## config.mk

```make
export PLATFORM = sky130hd
export DESIGN_NAME = seg16_top
export DESIGN_NICKNAME = d
export VERILOG_FILES = /design/src/common/seg16_pkg.sv /design/src/common/disp_ctrl_if.sv /design/src/seg16_top.sv /design/src/seg16/seg16_scanner.sv /design/src/seg16/seg16_glyph_rom.sv /design/src/seg16_axil_regs.sv
export VERILOG_INCLUDE_DIRS = /design/src /design/src/common
export SDC_FILE = /design/constraint.sdc
export NUM_CORES = 1
export LEC_CHECK = 0
export BUFFER_PORTS_ARGS = -buffer_cell sky130_fd_sc_hd__buf_2
export CORE_ASPECT_RATIO = 2
export CORE_MARGIN = 5
export CORE_UTILIZATION = 48
export DETAILED_ROUTE_END_ITERATION = 8
export PLACE_DENSITY = 0.89
export SLEW_MARGIN = 30
export SYNTH_ARGS = -nofsm -noshare
export SYNTH_HDL_FRONTEND = slang
export SYNTH_SLANG_ARGS = --single-unit
```

## constraint.sdc

```tcl
create_clock -name CLK -period 3.09 [get_ports CLK]
set_clock_uncertainty 0.05 [all_clocks]
set_input_delay 0.309 -clock CLK [delete_from_list [all_inputs] [get_ports CLK]]
set_output_delay 0.309 -clock CLK [all_outputs]
set_load 0.05 [all_outputs]
```

## src/common/seg16_consts.svh

```systemverilog
/* bus widths, register map and scan timing constants */
`ifndef SEG16_CONSTS_SVH
`define SEG16_CONSTS_SVH

// AXI4-Lite widths
`define SEG16_ADDR_W 4
`define SEG16_DATA_W 32

// register byte addresses
`define SEG16_ADDR_CTRL   0
`define SEG16_ADDR_CHAR   4
`define SEG16_ADDR_STATUS 8

// clocks per segment slot = 2**n
// small for simulation, raise for a real display
`define SEG16_SCAN_DIV_BITS 3

// full frames between count-mode steps
`define SEG16_FRAMES_PER_STEP 4

`endif
```

## src/common/seg16_pkg.sv

```systemverilog
/* shared types for the sixteen-segment controller:
   display mode, register select, AXI response code and glyph vector */
`default_nettype none

package seg16_pkg;

	// display behaviour, one bit in CTRL[1]
	typedef enum logic {
		MODE_HOLD  = 1'b0, // show the written character
		MODE_COUNT = 1'b1  // step the character every few frames
	} disp_mode_e;

	// register addressed by an AXI access
	typedef enum logic [1:0] {
		REG_CTRL   = 2'd0,
		REG_CHAR   = 2'd1,
		REG_STATUS = 2'd2,
		REG_NONE   = 2'd3 // unmapped
	} reg_sel_e;

	// only the two codes this slave returns
	typedef enum logic [1:0] {
		RESP_OKAY   = 2'b00,
		RESP_SLVERR = 2'b10
	} axil_resp_e;

	// one bit per segment, 1 = lit
	// bit 15 is a, then b c d e f g h k m n u p t s, bit 0 is r
	typedef logic [15:0] glyph_t;

endpackage : seg16_pkg

`default_nettype wire

```

## src/common/disp_ctrl_if.sv

```systemverilog
/* control link between the register slave and the scan engine */
`timescale 1ns/1ps
`default_nettype none

interface disp_ctrl_if
	import seg16_pkg::*;
();

	logic       enable;    // scan running
	disp_mode_e mode;      // hold or count
	logic [3:0] char_code; // character written by the host
	logic       load;      // one-cycle pulse, char_code is new
	logic [3:0] cur_char;  // character on the display now

	// register side
	modport ctrl (
		output enable,
		output mode,
		output char_code,
		output load,
		input  cur_char
	);

	// scan engine side
	modport disp (
		input  enable,
		input  mode,
		input  char_code,
		input  load,
		output cur_char
	);

endinterface : disp_ctrl_if

`default_nettype wire

```

## src/seg16_top.sv

```systemverilog
/* sixteen-segment controller top, AXI4-Lite register slave plus scan engine */
`timescale 1ns/1ps
`default_nettype none
`include "seg16_consts.svh"

module seg16_top (
	input  logic                        CLK,
	input  logic                        reset,
	input  logic [`SEG16_ADDR_W-1:0]    awaddr,
	input  logic                        awvalid,
	output logic                        awready,
	input  logic [`SEG16_DATA_W-1:0]    wdata,
	input  logic [`SEG16_DATA_W/8-1:0]  wstrb,
	input  logic                        wvalid,
	output logic                        wready,
	output logic [1:0]                  bresp,
	output logic                        bvalid,
	input  logic                        bready,
	input  logic [`SEG16_ADDR_W-1:0]    araddr,
	input  logic                        arvalid,
	output logic                        arready,
	output logic [`SEG16_DATA_W-1:0]    rdata,
	output logic [1:0]                  rresp,
	output logic                        rvalid,
	input  logic                        rready,
	output logic [15:0]                 seg_n,      // a..r, active low
	output logic                        frame_mark  // scan at segment a
);

	disp_ctrl_if disp_bus (); // regs -> scanner control, scanner -> regs status

	seg16_axil_regs u_regs (
		.CLK     (CLK),
		.reset   (reset),
		.awaddr  (awaddr),
		.awvalid (awvalid),
		.awready (awready),
		.wdata   (wdata),
		.wstrb   (wstrb),
		.wvalid  (wvalid),
		.wready  (wready),
		.bresp   (bresp),
		.bvalid  (bvalid),
		.bready  (bready),
		.araddr  (araddr),
		.arvalid (arvalid),
		.arready (arready),
		.rdata   (rdata),
		.rresp   (rresp),
		.rvalid  (rvalid),
		.rready  (rready),
		.ctrl    (disp_bus.ctrl)
	);

	seg16_scanner u_scan (
		.CLK        (CLK),
		.reset      (reset),
		.disp       (disp_bus.disp),
		.seg_n      (seg_n),
		.frame_mark (frame_mark)
	);

endmodule : seg16_top

`default_nettype wire

```

## src/seg16/seg16_scanner.sv

```systemverilog
/* segment scan engine: slot divider, segment index, frame counter,
   character register with count-mode stepping, active-low drive */
`timescale 1ns/1ps
`default_nettype none
`include "seg16_consts.svh"

module seg16_scanner
	import seg16_pkg::*;
(
	input  logic        CLK,
	input  logic        reset,
	disp_ctrl_if.disp   disp,
	output logic [15:0] seg_n,      // active low, one segment at a time
	output logic        frame_mark  // high while slot a is driven
);

	localparam int DIV_W      = `SEG16_SCAN_DIV_BITS;
	localparam int LAST_FRAME = `SEG16_FRAMES_PER_STEP - 1;
	localparam int FRAME_W    = (`SEG16_FRAMES_PER_STEP > 1) ?
		$clog2(`SEG16_FRAMES_PER_STEP) : 1;

	logic [DIV_W-1:0]   div_cnt;   // clocks inside a slot
	logic [3:0]         seg_idx;   // 0 = a ... 15 = r
	logic [FRAME_W-1:0] frame_cnt; // frames since last step
	logic [3:0]         char_q;
	glyph_t             glyph;
	logic               slot_end;
	logic               frame_end;
	logic               step;      // count-mode increment
	logic [3:0]         slot_bit;  // glyph bit of the current slot
	logic [15:0]        drive_n;

	seg16_glyph_rom u_rom (
		.code  (char_q),
		.glyph (glyph)
	);

	assign slot_end  = &div_cnt;
	assign frame_end = slot_end && (seg_idx == 4'hf);
	assign step      = disp.enable && (disp.mode == MODE_COUNT) && frame_end &&
		(frame_cnt == FRAME_W'(LAST_FRAME));

	// timing chain, parked at zero while disabled
	always_ff @(posedge CLK) begin
		if (reset || !disp.enable) begin
			div_cnt   <= '0;
			seg_idx   <= 4'h0;
			frame_cnt <= '0;
		end else begin
			div_cnt <= div_cnt + 1'b1;
			if (slot_end)
				seg_idx <= seg_idx + 4'h1; // wraps r -> a
			if (frame_end) begin
				if (frame_cnt == FRAME_W'(LAST_FRAME))
					frame_cnt <= '0;
				else
					frame_cnt <= frame_cnt + 1'b1;
			end
		end
	end

	// host write wins over a step on the same edge
	always_ff @(posedge CLK) begin
		if (reset)
			char_q <= 4'h0;
		else if (disp.load)
			char_q <= disp.char_code;
		else if (step)
			char_q <= char_q + 4'h1; // mod 16
	end

	assign disp.cur_char = char_q;

	// segment a sits in bit 15
	assign slot_bit = 4'd15 - seg_idx;

	always_comb begin
		drive_n           = '1;
		drive_n[slot_bit] = ~glyph[slot_bit]; // sink only if lit
	end

	// registered pins, marker stays aligned with the drive
	always_ff @(posedge CLK) begin
		if (reset || !disp.enable) begin
			seg_n      <= '1;
			frame_mark <= 1'b0;
		end else begin
			seg_n      <= drive_n;
			frame_mark <= (seg_idx == 4'h0);
		end
	end

	// common anode, never more than one segment sinking
	a_one_low: assert property (@(posedge CLK) disable iff (reset)
		$countones(~seg_n) <= 1);

endmodule : seg16_scanner

`default_nettype wire

```

## src/seg16/seg16_glyph_rom.sv

```systemverilog
/* hex digit to sixteen-segment glyph, lit segments as ones */
`timescale 1ns/1ps
`default_nettype none

module seg16_glyph_rom
	import seg16_pkg::*;
(
	input  logic [3:0] code,
	output glyph_t     glyph
);

	// bit order a b c d e f g h k m n u p t s r, msb first
	// outer ring a..h in the top byte, inner bars in the low byte
	always_comb begin
		case (code)
			4'h0:    glyph = 16'hff00; // full ring
			4'h1:    glyph = 16'h3000; // c, d
			4'h2:    glyph = 16'hee18;
			4'h3:    glyph = 16'hfc18;
			4'h4:    glyph = 16'h3118;
			4'h5:    glyph = 16'hdd18;
			4'h6:    glyph = 16'hdf18;
			4'h7:    glyph = 16'hf000; // top and right side only
			4'h8:    glyph = 16'hff18; // ring plus middle bars
			4'h9:    glyph = 16'hfd18;
			4'ha:    glyph = 16'hf318;
			4'hb:    glyph = 16'h1f18;
			4'hc:    glyph = 16'hcf00;
			4'hd:    glyph = 16'h3e18;
			4'he:    glyph = 16'hcf10;
			default: glyph = 16'hc310; // F
		endcase
	end

endmodule : seg16_glyph_rom

`default_nettype wire

```

## src/seg16_axil_regs.sv

```systemverilog
/* AXI4-Lite slave with CTRL, CHAR and read-only STATUS registers,
   driving the display control link */
`timescale 1ns/1ps
`default_nettype none
`include "seg16_consts.svh"

module seg16_axil_regs
	import seg16_pkg::*;
(
	input  logic                        CLK,
	input  logic                        reset,
	// write address / data
	input  logic [`SEG16_ADDR_W-1:0]    awaddr,
	input  logic                        awvalid,
	output logic                        awready,
	input  logic [`SEG16_DATA_W-1:0]    wdata,
	input  logic [`SEG16_DATA_W/8-1:0]  wstrb, // registers are narrow, strobes not needed
	input  logic                        wvalid,
	output logic                        wready,
	// write response
	output axil_resp_e                  bresp,
	output logic                        bvalid,
	input  logic                        bready,
	// read
	input  logic [`SEG16_ADDR_W-1:0]    araddr,
	input  logic                        arvalid,
	output logic                        arready,
	output logic [`SEG16_DATA_W-1:0]    rdata,
	output axil_resp_e                  rresp,
	output logic                        rvalid,
	input  logic                        rready,
	disp_ctrl_if.ctrl                   ctrl
);

	reg_sel_e                   wr_sel;
	reg_sel_e                   rd_sel;
	logic                       wr_fire;     // aw and w accepted this edge
	logic                       rd_fire;     // ar accepted this edge
	logic                       wr_ok;       // target is writable
	logic                       ctrl_enable;
	disp_mode_e                 ctrl_mode;
	logic [3:0]                 char_reg;
	logic                       load_q;
	logic [`SEG16_DATA_W-1:0]   rd_word;

	// byte address to register, anything else is unmapped
	function automatic reg_sel_e decode(input logic [`SEG16_ADDR_W-1:0] addr);
		case (addr)
			`SEG16_ADDR_W'(`SEG16_ADDR_CTRL):   return REG_CTRL;
			`SEG16_ADDR_W'(`SEG16_ADDR_CHAR):   return REG_CHAR;
			`SEG16_ADDR_W'(`SEG16_ADDR_STATUS): return REG_STATUS;
			default:                            return REG_NONE;
		endcase
	endfunction

	assign wr_sel  = decode(awaddr);
	assign rd_sel  = decode(araddr);
	assign wr_fire = awvalid && wvalid && awready && wready;
	assign rd_fire = arvalid && arready;
	assign wr_ok   = (wr_sel == REG_CTRL) || (wr_sel == REG_CHAR); // STATUS is read-only

	// write channel, aw and w taken together
	always_ff @(posedge CLK) begin
		if (reset) begin
			awready     <= 1'b0;
			wready      <= 1'b0;
			bvalid      <= 1'b0;
			ctrl_enable <= 1'b0;
			ctrl_mode   <= MODE_HOLD;
			char_reg    <= 4'h0;
			load_q      <= 1'b0;
		end else begin
			load_q <= 1'b0;
			// one-cycle ready, only while no response is waiting
			awready <= awvalid && wvalid && !awready && !bvalid;
			wready  <= awvalid && wvalid && !awready && !bvalid;
			if (wr_fire) begin
				bvalid <= 1'b1;
				case (wr_sel)
					REG_CTRL: begin
						ctrl_enable <= wdata[0];
						ctrl_mode   <= disp_mode_e'(wdata[1]);
					end
					REG_CHAR: begin
						char_reg <= wdata[3:0];
						load_q   <= 1'b1; // scanner picks it up next edge
					end
					default: ; // slverr, nothing changes
				endcase
			end else if (bvalid && bready) begin
				bvalid <= 1'b0;
			end
		end
	end

	always_ff @(posedge CLK) begin
		if (wr_fire)
			bresp <= wr_ok ? RESP_OKAY : RESP_SLVERR;
	end

	// read mux
	always_comb begin
		rd_word = '0;
		case (rd_sel)
			REG_CTRL:   rd_word[1:0] = {ctrl_mode, ctrl_enable};
			REG_CHAR:   rd_word[3:0] = char_reg;
			REG_STATUS: rd_word[3:0] = ctrl.cur_char; // live value, moves in count mode
			default:    ;
		endcase
	end

	// read channel, independent of writes
	always_ff @(posedge CLK) begin
		if (reset) begin
			arready <= 1'b0;
			rvalid  <= 1'b0;
		end else begin
			arready <= arvalid && !arready && !rvalid;
			if (rd_fire)
				rvalid <= 1'b1;
			else if (rvalid && rready)
				rvalid <= 1'b0;
		end
	end

	always_ff @(posedge CLK) begin
		if (rd_fire) begin
			rdata <= rd_word;
			rresp <= (rd_sel == REG_NONE) ? RESP_SLVERR : RESP_OKAY;
		end
	end

	assign ctrl.enable    = ctrl_enable;
	assign ctrl.mode      = ctrl_mode;
	assign ctrl.char_code = char_reg;
	assign ctrl.load      = load_q;

	// responses must wait for the master
	a_bvalid_hold: assert property (@(posedge CLK) disable iff (reset)
		bvalid && !bready |=> bvalid);
	a_rvalid_hold: assert property (@(posedge CLK) disable iff (reset)
		rvalid && !rready |=> rvalid);

endmodule : seg16_axil_regs

`default_nettype wire

```

Word level (Yosys, flattened, before mapping) --
Memories as Yosys holds them, arrays and structs flattened. A register that Yosys moved wholly into a read port is not among the register bits. Cells that the tools add are included.
Storage, ports and cells: bits of input ports 51, logic and storage cells 93, memories kept 1, output and inout port bits 58, memory bits (read-only) 160, bits in registers 49
Cells by class: reductions and logical operators 34, bitwise logic cells 4, eq/ne operators 10, order comparisons 2, multiplexer cells 20, add/sub/neg operators 5
Memories:
- (name not given) | words 16, width 10, read ports 1, clocked after memory_dff 1, write ports 0, line seg16_glyph_rom.sv:15 | case (code)
Operators by type and width (number):
- $pmux 2 s3 | 3
- $mux 4 | 4
- $not 16->16 | 1
- $or 16x16->16 | 1
- $logic_and 1x1->1 | 15
- $eq 4x4->1 const B | 3
- $logic_not 4->1 | 3
- $add 4x1->4 const B | 2
- $eq 4x3->1 const B | 2
- $mux 1 | 7
- $eq 2x2->1 const B | 3
- $mux 2 | 3
- $reduce_bool 2->1 | 3
- $logic_not 1->1 | 5
- $lt 4x5->1 const B | 1
- $bmux 1 s4 | 1
- $demux 1 s4 | 1
- $eq 2x1->1 const B | 2
- $ge 4x1->1 const B | 1
- $logic_not 2->1 | 2
- $pmux 2 s2 | 1
- $reduce_and 2->1 | 2
- $sub 4x4->4 const A | 1
- $add 3x1->3 const B | 1
- 5 further kinds | 7

Logic depth before layout (Yosys ltp) --
Gate-level depths: netlist of run 1.
depth after elaboration 8, mapped depth 12, gate-level depth less buffers 11

Modules after synthesis --
A second synthesis of run 1 with hierarchy kept.
Second synthesis, totals: cell total of the unflattened synthesis 269, area, all modules 2577.5 um^2
Modules (own cells, without submodules):
- seg16_scanner | cells an instance 116, times used 1, sequential area each 600.6 um^2, area an instance 1199.9 um^2
- seg16_axil_regs | cells an instance 105, times used 1, sequential area each 400.4 um^2, area an instance 1037.2 um^2
- seg16_glyph_rom | cells an instance 48, times used 1, sequential area each 0.0 um^2, area an instance 340.3 um^2

Worst setup path before layout of run 1 --
Ideal clock, no wire load.
path kind register -> register, start point register u_scan.div_cnt[0], end point register u_scan.u_rom.glyph[8] (netlist name), setup slack 0.555 ns, data arrival time 2.405 ns, setup time 0.079 ns, period minus slack after synthesis 2.535 ns, cell stages (with the launch flop) 12, buffers on the path 1, data required time 2.961 ns, cells stage by stage dfxtp_1 > ha_1 > ha_1 > buf_2 > nand4_4 > nor2_1 > nand2_1 > a311oi_1 > inv_1 > ha_1 > mux2_2 > a22oi_1
Between the ends: word-level cells in the longest chain between the ends 7
Ends and longest elaborated chain:
- start, declared | line seg16_scanner.sv:22 | logic [DIV_W-1:0] div_cnt;
- start signal, assigned | line seg16_scanner.sv:50 | div_cnt <= div_cnt + 1'b1;
- $reduce_and 3->1 | line seg16_scanner.sv:38 | assign slot_end = &div_cnt;
- $logic_and 1x1->1 | line seg16_scanner.sv:39 | assign frame_end = slot_end && (seg_idx == 4'hf);
- $logic_and 1x1->1 (2 in series) | line seg16_scanner.sv:40 | assign step = disp.enable && (disp.mode == MODE_COUNT) && frame_end &&
- $reduce_bool 2->1 (no source line)
- $mux 4 (no source line) (2 in series)
Every way passes these cells. A chain may end at the register's enable or synchronous reset.

Worst setup path after layout of run 1 --
start point register u_scan.div_cnt[0], end point register u_scan.u_rom.glyph[4] (netlist name)
Between the ends: word-level cells in the longest chain between the ends 7
Ends and longest elaborated chain (line):
- $reduce_and 3->1 | seg16_scanner.sv:38
- $logic_and 1x1->1 | seg16_scanner.sv:39
- $logic_and 1x1->1 (2 in series) | seg16_scanner.sv:40
- $reduce_bool 2->1 (no source line)
- $mux 4 (no source line) (2 in series)
Every way passes these cells.

==> insert_results.sql, run 1 <==
INSERT INTO impl_metrics (metric_group, metric, value, unit) VALUES
('outcome', 'run_status', 'complete, no violations', ''),
('clock_network', 'cts-resized-gates', '0', ''),
('drt', 'drt_pass1_iterations', '4', ''),
('logic_synthesis', 'synth_enable_flop_cells', '6', ''),
('clock_network', 'cts_inserted_buffers', '5', ''),
('grt', 'grt_most_used_layer', 'met2', ''),
('floorplanning', 'fp.dieH', '114', 'um'),
('clock_network', 'cts.path.max_buffers', '2', ''),
('flow_run', 'max-cap-violations', '0', ''),
('timing', 'drv_slew', '0', ''),
('finish', 'postLayoutCellArea', '0.00288', 'sq mm'),
('drt', 'detail_route.wl_per_cell', '13.0', 'um'),
('drt', 'routed_wirelength', '4870', 'um'),
('critical_path', 'start_kind', 'flop', ''),
('clock_network', 'clk_pin_slew_worst_paths', '0.10', 'ns'),
('placed_design', 'place.detailed.instances', '366', ''),
('critical_path', 'timing.critical_path.to_type', 'flop', ''),
('clock_network', 'post-cts-setup-buffer-count', '0', ''),
('logic_synthesis', 'ys_seq_area_share', '44.5', '%'),
('timing', 'clock_period_minus_worst_slack', '2.72', 'ns'),
('timing', 'totalNegativeSetupSlack', '0', 'ns'),
('finish', 'final-instance-count-excl-fill', '374', ''),
('grt', 'first_pass_grt_wire_length', '7990', 'um'),
('logic_synthesis', 'synth_seq_cells', '55', ''),
('floorplanning', 'die_w', '62.1', 'um'),
('power_and_ir_drop', 'power_density', '434', 'mW/mm^2'),
('logic_synthesis', 'postSynth.asyncResetShare', '0', '%'),
('logic_synthesis', 'yosysWarningCount', '0', ''),
('clock_network', 'tritoncts_clock_tree', 'built', ''),
('finish', 'num_antenna_cells', '0', ''),
('grt', 'grt_antenna_before_repair', '0', ''),
('drt', 'drt-initial-drc-count', '52', ''),
('drt', 'route.antenna.remaining_nets', '0', ''),
('clock_network', 'root_buffer', 'sky130_fd_sc_hd__clkbuf_8', ''),
('clock_network', 'clkSinkCount', '55', ''),
('grt', 'pin_count_of_the_biggest_net_entering_global_routing', '24', ''),
('finish', 'filler_cell_count', '519', ''),
('critical_path', 'worst-endpoint-required', '3.25', 'ns'),
('drt', 'routed-via-count', '1958', ''),
('timing', 'slew_headroom', '34.1', '%'),
('clock_network', 'clk-insertion-delay-late', '0.31', 'ns'),
('logic_synthesis', 'count_of_distinct_cell_types_in_the_synthesized_netlist', '43', ''),
('timing', 'max_clock_freq', '0.367', 'GHz'),
('clock_network', 'h-tree-depth', '2', ''),
('floorplanning', 'die_area', '0.00710', 'sq mm'),
('timing', 'tightest_slew', '0.963', 'ns'),
('clock_network', 'hold_bufs_at_cts', '0', ''),
('grt', 'grt.met3_usage', '3.54', '%'),
('power_and_ir_drop', 'worst_ir_drop_vdd', '0.308', 'mV'),
('drt', 'drc', '0', ''),
('finish', 'syn2layout_area_growth', '10.2', '%'),
('grt', 'global_routing_usage_on_met1', '10.7', '%'),
('logic_synthesis', 'syn-mean-instance-area', '9.81', 'sq um'),
('worst_hold_path', 'worst_hold_path_type', 'in2reg', ''),
('finish', 'nNetsFinal', '382', ''),
('logic_synthesis', 'synthesis.area', '0.00261', 'sq mm'),
('timing', 'setup_viol', '0', ''),
('critical_path', 'cp_max_fanout', '10', ''),
('critical_path', 'criticalPathCategory', 'reg2reg', ''),
('logic_synthesis', 'synth_flop_cell', 'sky130_fd_sc_hd__dfxtp_1', ''),
('finish', 'final_layout_size_suffix_gt1_share', '20.7', '%'),
('placed_design', 'routabilityCongestion', '0.818', ''),
('floorplanning', 'floorplan.initialDensity', '48.6', '%'),
('placed_design', 'post-dp-hpwl', '3900', 'um'),
('timing', 'timing.final.hold_violations', '0', ''),
('drt', 'vias_per_cell', '5.24', ''),
('grt', 'grt_util_met2', '27.8', '%'),
('placed_design', 'placement.cell_area', '0.00279', 'sq mm'),
('floorplanning', 'placement_rows', '38', ''),
('timing', 'rsz0062_at_grt', 'false', ''),
('grt', 'gr-usage-all-layers', '13.7', '%'),
('power_and_ir_drop', 'total_leakage_power', '1.24', 'nW'),
('placed_design', 'port-buffer-count', '46', ''),
('timing', 'final_min_period_over_clock_period', '88.1', '%'),
('logic_synthesis', 'post_synth_inst_count', '266', ''),
('grt', 'overflow', '0', ''),
('grt', 'grt_pass1_vias', '1968', ''),
('floorplanning', 'ios', '109', ''),
('floorplanning', 'core', '0.00537', 'sq mm'),
('critical_path', 'crit_arrival', '2.88', 'ns');
-- registers in the layout, summed over array words and instances, names as in the netlist, 2 cells and up --
| name | count |
|---|---|
| u_scan.frame_cnt | 2 |
| u_scan.div_cnt | 3 |
| u_scan.u_rom.glyph | 8 |
| u_scan.disp.cur_char | 4 |
| u_regs.rdata | 4 |
| u_scan.seg_idx | 4 |
| u_regs.ctrl.char_code | 4 |
| u_scan.seg_n | 16 |
-- per-layer routing --
| metal | part of all wire, % | up-vias |
|---|---|---|
| met5 | 0 | - |
| met4 | 3.0 | 0 |
| met3 | 7.2 | 12 |
| met2 | 58 | 79 |
| met1 | 32 | 911 |
| li1 | - | 956 |
-- Yosys cell counts (all sizes together), types with 6 or more instances --
master / n / share of area [%]
nand3: 18 / 3.5
nor2: 28 / 4.0
a21oi: 7 / 1.3
ha: 18 / 8.6
inv: 14 / 2.0
dfxtp: 49 / 38
nor3: 7 / 1.3
mux2i: 11 / 4.2
nand2: 10 / 1.4
buf: 36 / 9.9
edfxtp: 6 / 6.9
-- area by class of cell --
cell class	count	area [sq um]	area share, %
clock buffers	5	68.8	2.39
clock inverters	3	18.8	0.653
inverters	14	52.6	1.83
multi-input cells	186	1230	42.8
flip-flops and latches	55	1160	40.4
well taps	60	75.1	2.61
repair buffers	51	268	9.31
-- cell usage in the layout, fill, tap and decap left out, types with 2 or more instances in the layout --
cell type,netlist,layout
sky130_fd_sc_hd__nor4_1,4,4
sky130_fd_sc_hd__ha_1,18,18
sky130_fd_sc_hd__conb_1,1,30
sky130_fd_sc_hd__a311oi_1,3,3
sky130_fd_sc_hd__nand2_1,10,10
sky130_fd_sc_hd__buf_2,3,46
sky130_fd_sc_hd__edfxtp_1,6,6
sky130_fd_sc_hd__o21a_1,4,4
sky130_fd_sc_hd__nor2_1,28,28
sky130_fd_sc_hd__clkbuf_8,0,5
sky130_fd_sc_hd__xor2_1,3,3
sky130_fd_sc_hd__nand2b_1,4,4
sky130_fd_sc_hd__xnor2_1,2,2
sky130_fd_sc_hd__nor3b_1,2,2
sky130_fd_sc_hd__buf_4,32,5
sky130_fd_sc_hd__nor4b_1,2,2
sky130_fd_sc_hd__inv_1,14,14
sky130_fd_sc_hd__a21oi_1,7,7
sky130_fd_sc_hd__dfxtp_1,49,49
sky130_fd_sc_hd__a22oi_1,4,4
sky130_fd_sc_hd__nand4_1,3,3
sky130_fd_sc_hd__or3_1,2,2
sky130_fd_sc_hd__and2_1,4,4
sky130_fd_sc_hd__nand3_1,18,18
sky130_fd_sc_hd__o311ai_0,2,2
sky130_fd_sc_hd__a222oi_1,2,2
sky130_fd_sc_hd__mux2i_1,11,11
sky130_fd_sc_hd__o21ai_0,3,3
sky130_fd_sc_hd__nor3_1,7,7
-- worst max-delay path, cell delays in order, from the launching register on --
cell                       delay (ns)
sky130_fd_sc_hd__dfxtp_1         0.34
sky130_fd_sc_hd__ha_1            0.16
sky130_fd_sc_hd__ha_1            0.33
sky130_fd_sc_hd__nand4_4         0.21
sky130_fd_sc_hd__o31a_1          0.37
sky130_fd_sc_hd__o31ai_4         0.49
sky130_fd_sc_hd__o311ai_4        0.22
sky130_fd_sc_hd__or3_1           0.36
sky130_fd_sc_hd__o311ai_0        0.09
-- where the power goes --
part	internal, mW	leakage, nW	switching [mW]
combinational	0.0168	0.739	0.113
sequential	0.724	0.454	0.00197
clock	0.159	0.0445	0.233
total	0.899	1.24	0.348
-- cells by family after synthesis --
logic type / share of synthesized area (%)
buffers and inverters: 12.5
other: 0.144
and+or+nand+nor: 17.0
AOI/OAI and AO/OA: 10.9
adders and majority gates: 8.63
muxes: 4.65
DFF: 44.5
xor gates and xnor gates: 1.68
-- metrics by stage --
step / total power, mW / hold WS (ns) / setup slack (ns) / utilization, %
after global routing: 1.29 / 0.180 / 0.0759 / 53.5
after floorplan: 0.881 / 0.349 / 0.555 / -
final: 1.25 / 0.170 / 0.369 / 53.5
after detailed placement: 0.872 / 0.368 / 0.369 / 51.9
after CTS: 1.26 / 0.167 / 0.351 / 53.5
after global placement: 0.870 / 0.359 / 0.401 / 51.9
-- path summary, 6_finish.rpt --
kind	startpoint	to	slack, ns	cells past startpoint
worst max-delay path	u_scan.div_cnt[0]	u_scan.u_rom.glyph[4]	0.37	8
worst min-delay path	wvalid	u_regs.awready	0.17	3
worst max register to register	u_scan.div_cnt[0]	u_scan.u_rom.glyph[4]	0.37	8
worst min register to register	u_scan.div_cnt[0]	u_scan.div_cnt[0]	0.38	1
No activity file was read; power rests on OpenSTA's default activity.
==> run 2: changes to the inputs <==
- CORE_UTILIZATION: 48 -> 51
- PLACE_DENSITY: 0.89 -> 0.93
- clock period: 3.09 -> 3.5 ns (I/O delays scaled with it)
==> insert_results.sql, run 2 (same netlist as run 1, synthesis figures left out) <==
INSERT INTO impl_metrics (metric_group, metric, value, unit) VALUES
('critical_path', 'timing.reg2reg.setup_slack', '0.63', 'ns'),
('drt', 'route.antenna.remaining_nets', '0', ''),
('drt', 'vias_per_cell', '5.31', ''),
('drt', 'drt-initial-drc-count', '70', ''),
('timing', 'tightest_slew', '0.774', 'ns'),
('placed_design', 'detailedPlace.worstSlack', '0.674', 'ns'),
('timing', 'max_clock_freq', '0.349', 'GHz'),
('critical_path', 'regToRegStartpoint', 'u_scan.seg_idx[0]', ''),
('clock_network', 'tritoncts_clock_tree', 'built', ''),
('clock_network', 'h-tree-depth', '2', ''),
('finish', 'top_register', 'u_scan.seg_n', ''),
('power_and_ir_drop', 'power_density', '390', 'mW/mm^2'),
('finish', 'layout_common_cells', 'sky130_fd_sc_hd__dfxtp_1, sky130_fd_sc_hd__buf_2, sky130_fd_sc_hd__conb_1', ''),
('floorplanning', 'ios', '109', ''),
('worst_hold_path', 'worst_hold_startpoint', 'wdata[2]', ''),
('clock_network', 'root_buffer', 'sky130_fd_sc_hd__clkbuf_8', ''),
('critical_path', 'criticalPathCategory', 'reg2reg', ''),
('finish', 'mostFrequentLayoutCell', 'sky130_fd_sc_hd__dfxtp_1', ''),
('grt', 'first_pass_grt_wire_length', '8360', 'um'),
('critical_path', 'worst_r2r_endpoint', 'u_scan.u_rom.glyph[14]', ''),
('finish', 'postLayoutCellArea', '0.00286', 'sq mm'),
('critical_path', 'worst-endpoint-required', '3.66', 'ns'),
('finish', 'final_layout_size_suffix_gt1_share', '19.9', '%'),
('timing', 'drv_slew', '0', ''),
('worst_hold_path', 'worst_hold_path_type', 'in2reg', ''),
('grt', 'grt_pass1_vias', '1968', ''),
('placed_design', 'port-buffer-count', '46', ''),
('finish', 'syn2layout_area_growth', '9.59', '%'),
('floorplanning', 'placement_rows', '37', ''),
('drt', 'detail_route.wl_per_cell', '13.9', 'um'),
('flow_run', 'max-cap-violations', '0', ''),
('power_and_ir_drop', 'worst_ir_drop_vdd', '0.378', 'mV'),
('placed_design', 'routabilityCongestion', '0.860', ''),
('clock_network', 'clk-insertion-delay-late', '0.31', 'ns'),
('timing', 'timing.final.hold_violations', '0', ''),
('placed_design', 'placement.cell_area', '0.00276', 'sq mm'),
('floorplanning', 'floorplan.initialDensity', '51.7', '%'),
('power_and_ir_drop', 'total_leakage_power', '1.22', 'nW'),
('critical_path', 'crit_arrival', '3.03', 'ns'),
('finish', 'num_antenna_cells', '0', ''),
('placed_design', 'post-dp-hpwl', '4040', 'um'),
('floorplanning', 'die_w', '60.6', 'um'),
('critical_path', 'start_kind', 'flop', ''),
('floorplanning', 'die_area', '0.00674', 'sq mm'),
('timing', 'final_min_period_over_clock_period', '81.9', '%'),
('clock_network', 'cts.path.max_buffers', '2', ''),
('critical_path', 'reg2reg_depth', '10', ''),
('timing', 'post-route-worst-setup-slack', '0.633', 'ns'),
('drt', 'drc', '0', ''),
('timing', 'totalNegativeSetupSlack', '0', 'ns'),
('clock_network', 'clkSinkCount', '55', ''),
('worst_hold_path', 'holdPathStages', '3', ''),
('drt', 'routed_wirelength', '5120', 'um'),
('clock_network', 'post-cts-setup-buffer-count', '0', ''),
('grt', 'pin_count_of_the_biggest_net_entering_global_routing', '24', ''),
('outcome', 'run_status', 'complete, no violations', ''),
('timing', 'rsz0062_at_grt', 'false', ''),
('grt', 'overflow', '0', ''),
('floorplanning', 'core', '0.00505', 'sq mm'),
('floorplanning', 'fp.dieH', '111', 'um'),
('finish', 'nNetsFinal', '379', ''),
('power_and_ir_drop', 'total_power', '1.11', 'mW'),
('grt', 'gr-usage-all-layers', '15.7', '%'),
('clock_network', 'cts_inserted_buffers', '5', ''),
('grt', 'grt_antenna_before_repair', '0', ''),
('drt', 'drt_pass1_iterations', '4', ''),
('clock_network', 'clk_pin_slew_worst_paths', '0.10', 'ns'),
('finish', 'largest_reg_flops', '16', ''),
('critical_path', 'cp_max_fanout', '9', ''),
('clock_network', 'cts-resized-gates', '0', ''),
('clock_network', 'hold_bufs_at_cts', '0', ''),
('timing', 'slew_headroom', '48.2', '%'),
('critical_path', 'timing.critical_path.to_type', 'flop', ''),
('drt', 'routed-via-count', '1958', ''),
('timing', 'clock_period_minus_worst_slack', '2.87', 'ns'),
('timing', 'setup_viol', '0', ''),
('worst_hold_path', 'worstHoldEndpoint', 'u_regs.ctrl.char_code[2]', '');
-- run 2: worst max-delay path by stage --
stage,from,to,depth (start not counted)
after global placement,u_scan.seg_idx[0],u_scan.u_rom.glyph[3],7
after global routing,u_scan.seg_idx[0],u_scan.u_rom.glyph[4],7
after detailed placement,u_scan.seg_idx[0],u_scan.u_rom.glyph[4],7
final,u_scan.seg_idx[0],u_scan.u_rom.glyph[14],10
after CTS,u_scan.seg_idx[0],u_scan.u_rom.glyph[4],7
after floorplan,u_scan.div_cnt[0],u_scan.u_rom.glyph[8],11
-- run 2: where the power goes --
group	leakage [nW]	internal, mW	switching [mW]	total [mW]
sequential	0.454	0.639	0.00190	0.641
combinational	0.724	0.0148	0.100	0.115
clock	0.0463	0.147	0.211	0.358
total	1.22	0.801	0.313	1.11
-- run 2: layer usage --
| metal | GRT usage [%] | part of all wire [%] | vias to the layer above |
|---|---|---|---|
| li1 | - | - | 954 |
| met1 | 15.9 | 34 | 917 |
| met2 | 28.6 | 57 | 69 |
| met3 | 2.91 | 5.8 | 18 |
| met4 | 7.53 | 3.0 | 0 |
| met5 | 0 | 0 | - |
-- run 2: worst max-delay path, cell delays in order (launching register included) --
cell	delay, ns
sky130_fd_sc_hd__dfxtp_1	0.52
sky130_fd_sc_hd__ha_1	0.39
sky130_fd_sc_hd__nand4_4	0.21
sky130_fd_sc_hd__nor2_1	0.24
sky130_fd_sc_hd__nand2_1	0.13
sky130_fd_sc_hd__a311oi_1	0.31
sky130_fd_sc_hd__buf_4	0.19
sky130_fd_sc_hd__inv_1	0.09
sky130_fd_sc_hd__ha_1	0.22
sky130_fd_sc_hd__nor3b_1	0.16
sky130_fd_sc_hd__a311oi_1	0.27
-- run 2: final cells by class --
type	count	area (sq um)
Clock buffer	5	68.8
Clock inverter	3	27.5
Fill cell	424	2190
Inverter	14	52.6
Multi-Input combinational cell	186	1230
Sequential cell	55	1160
Tap cell	58	72.6
Timing Repair Buffer	48	245
-- run 2: metrics by stage --
step	std cells	hold slack, ns	utilization, %
floorplan	295	0.349	-
global placement	361	0.361	54.7
detailed placement	361	0.376	54.7
CTS	369	0.216	56.7
global route	369	0.229	56.7
finish	369	0.218	56.7
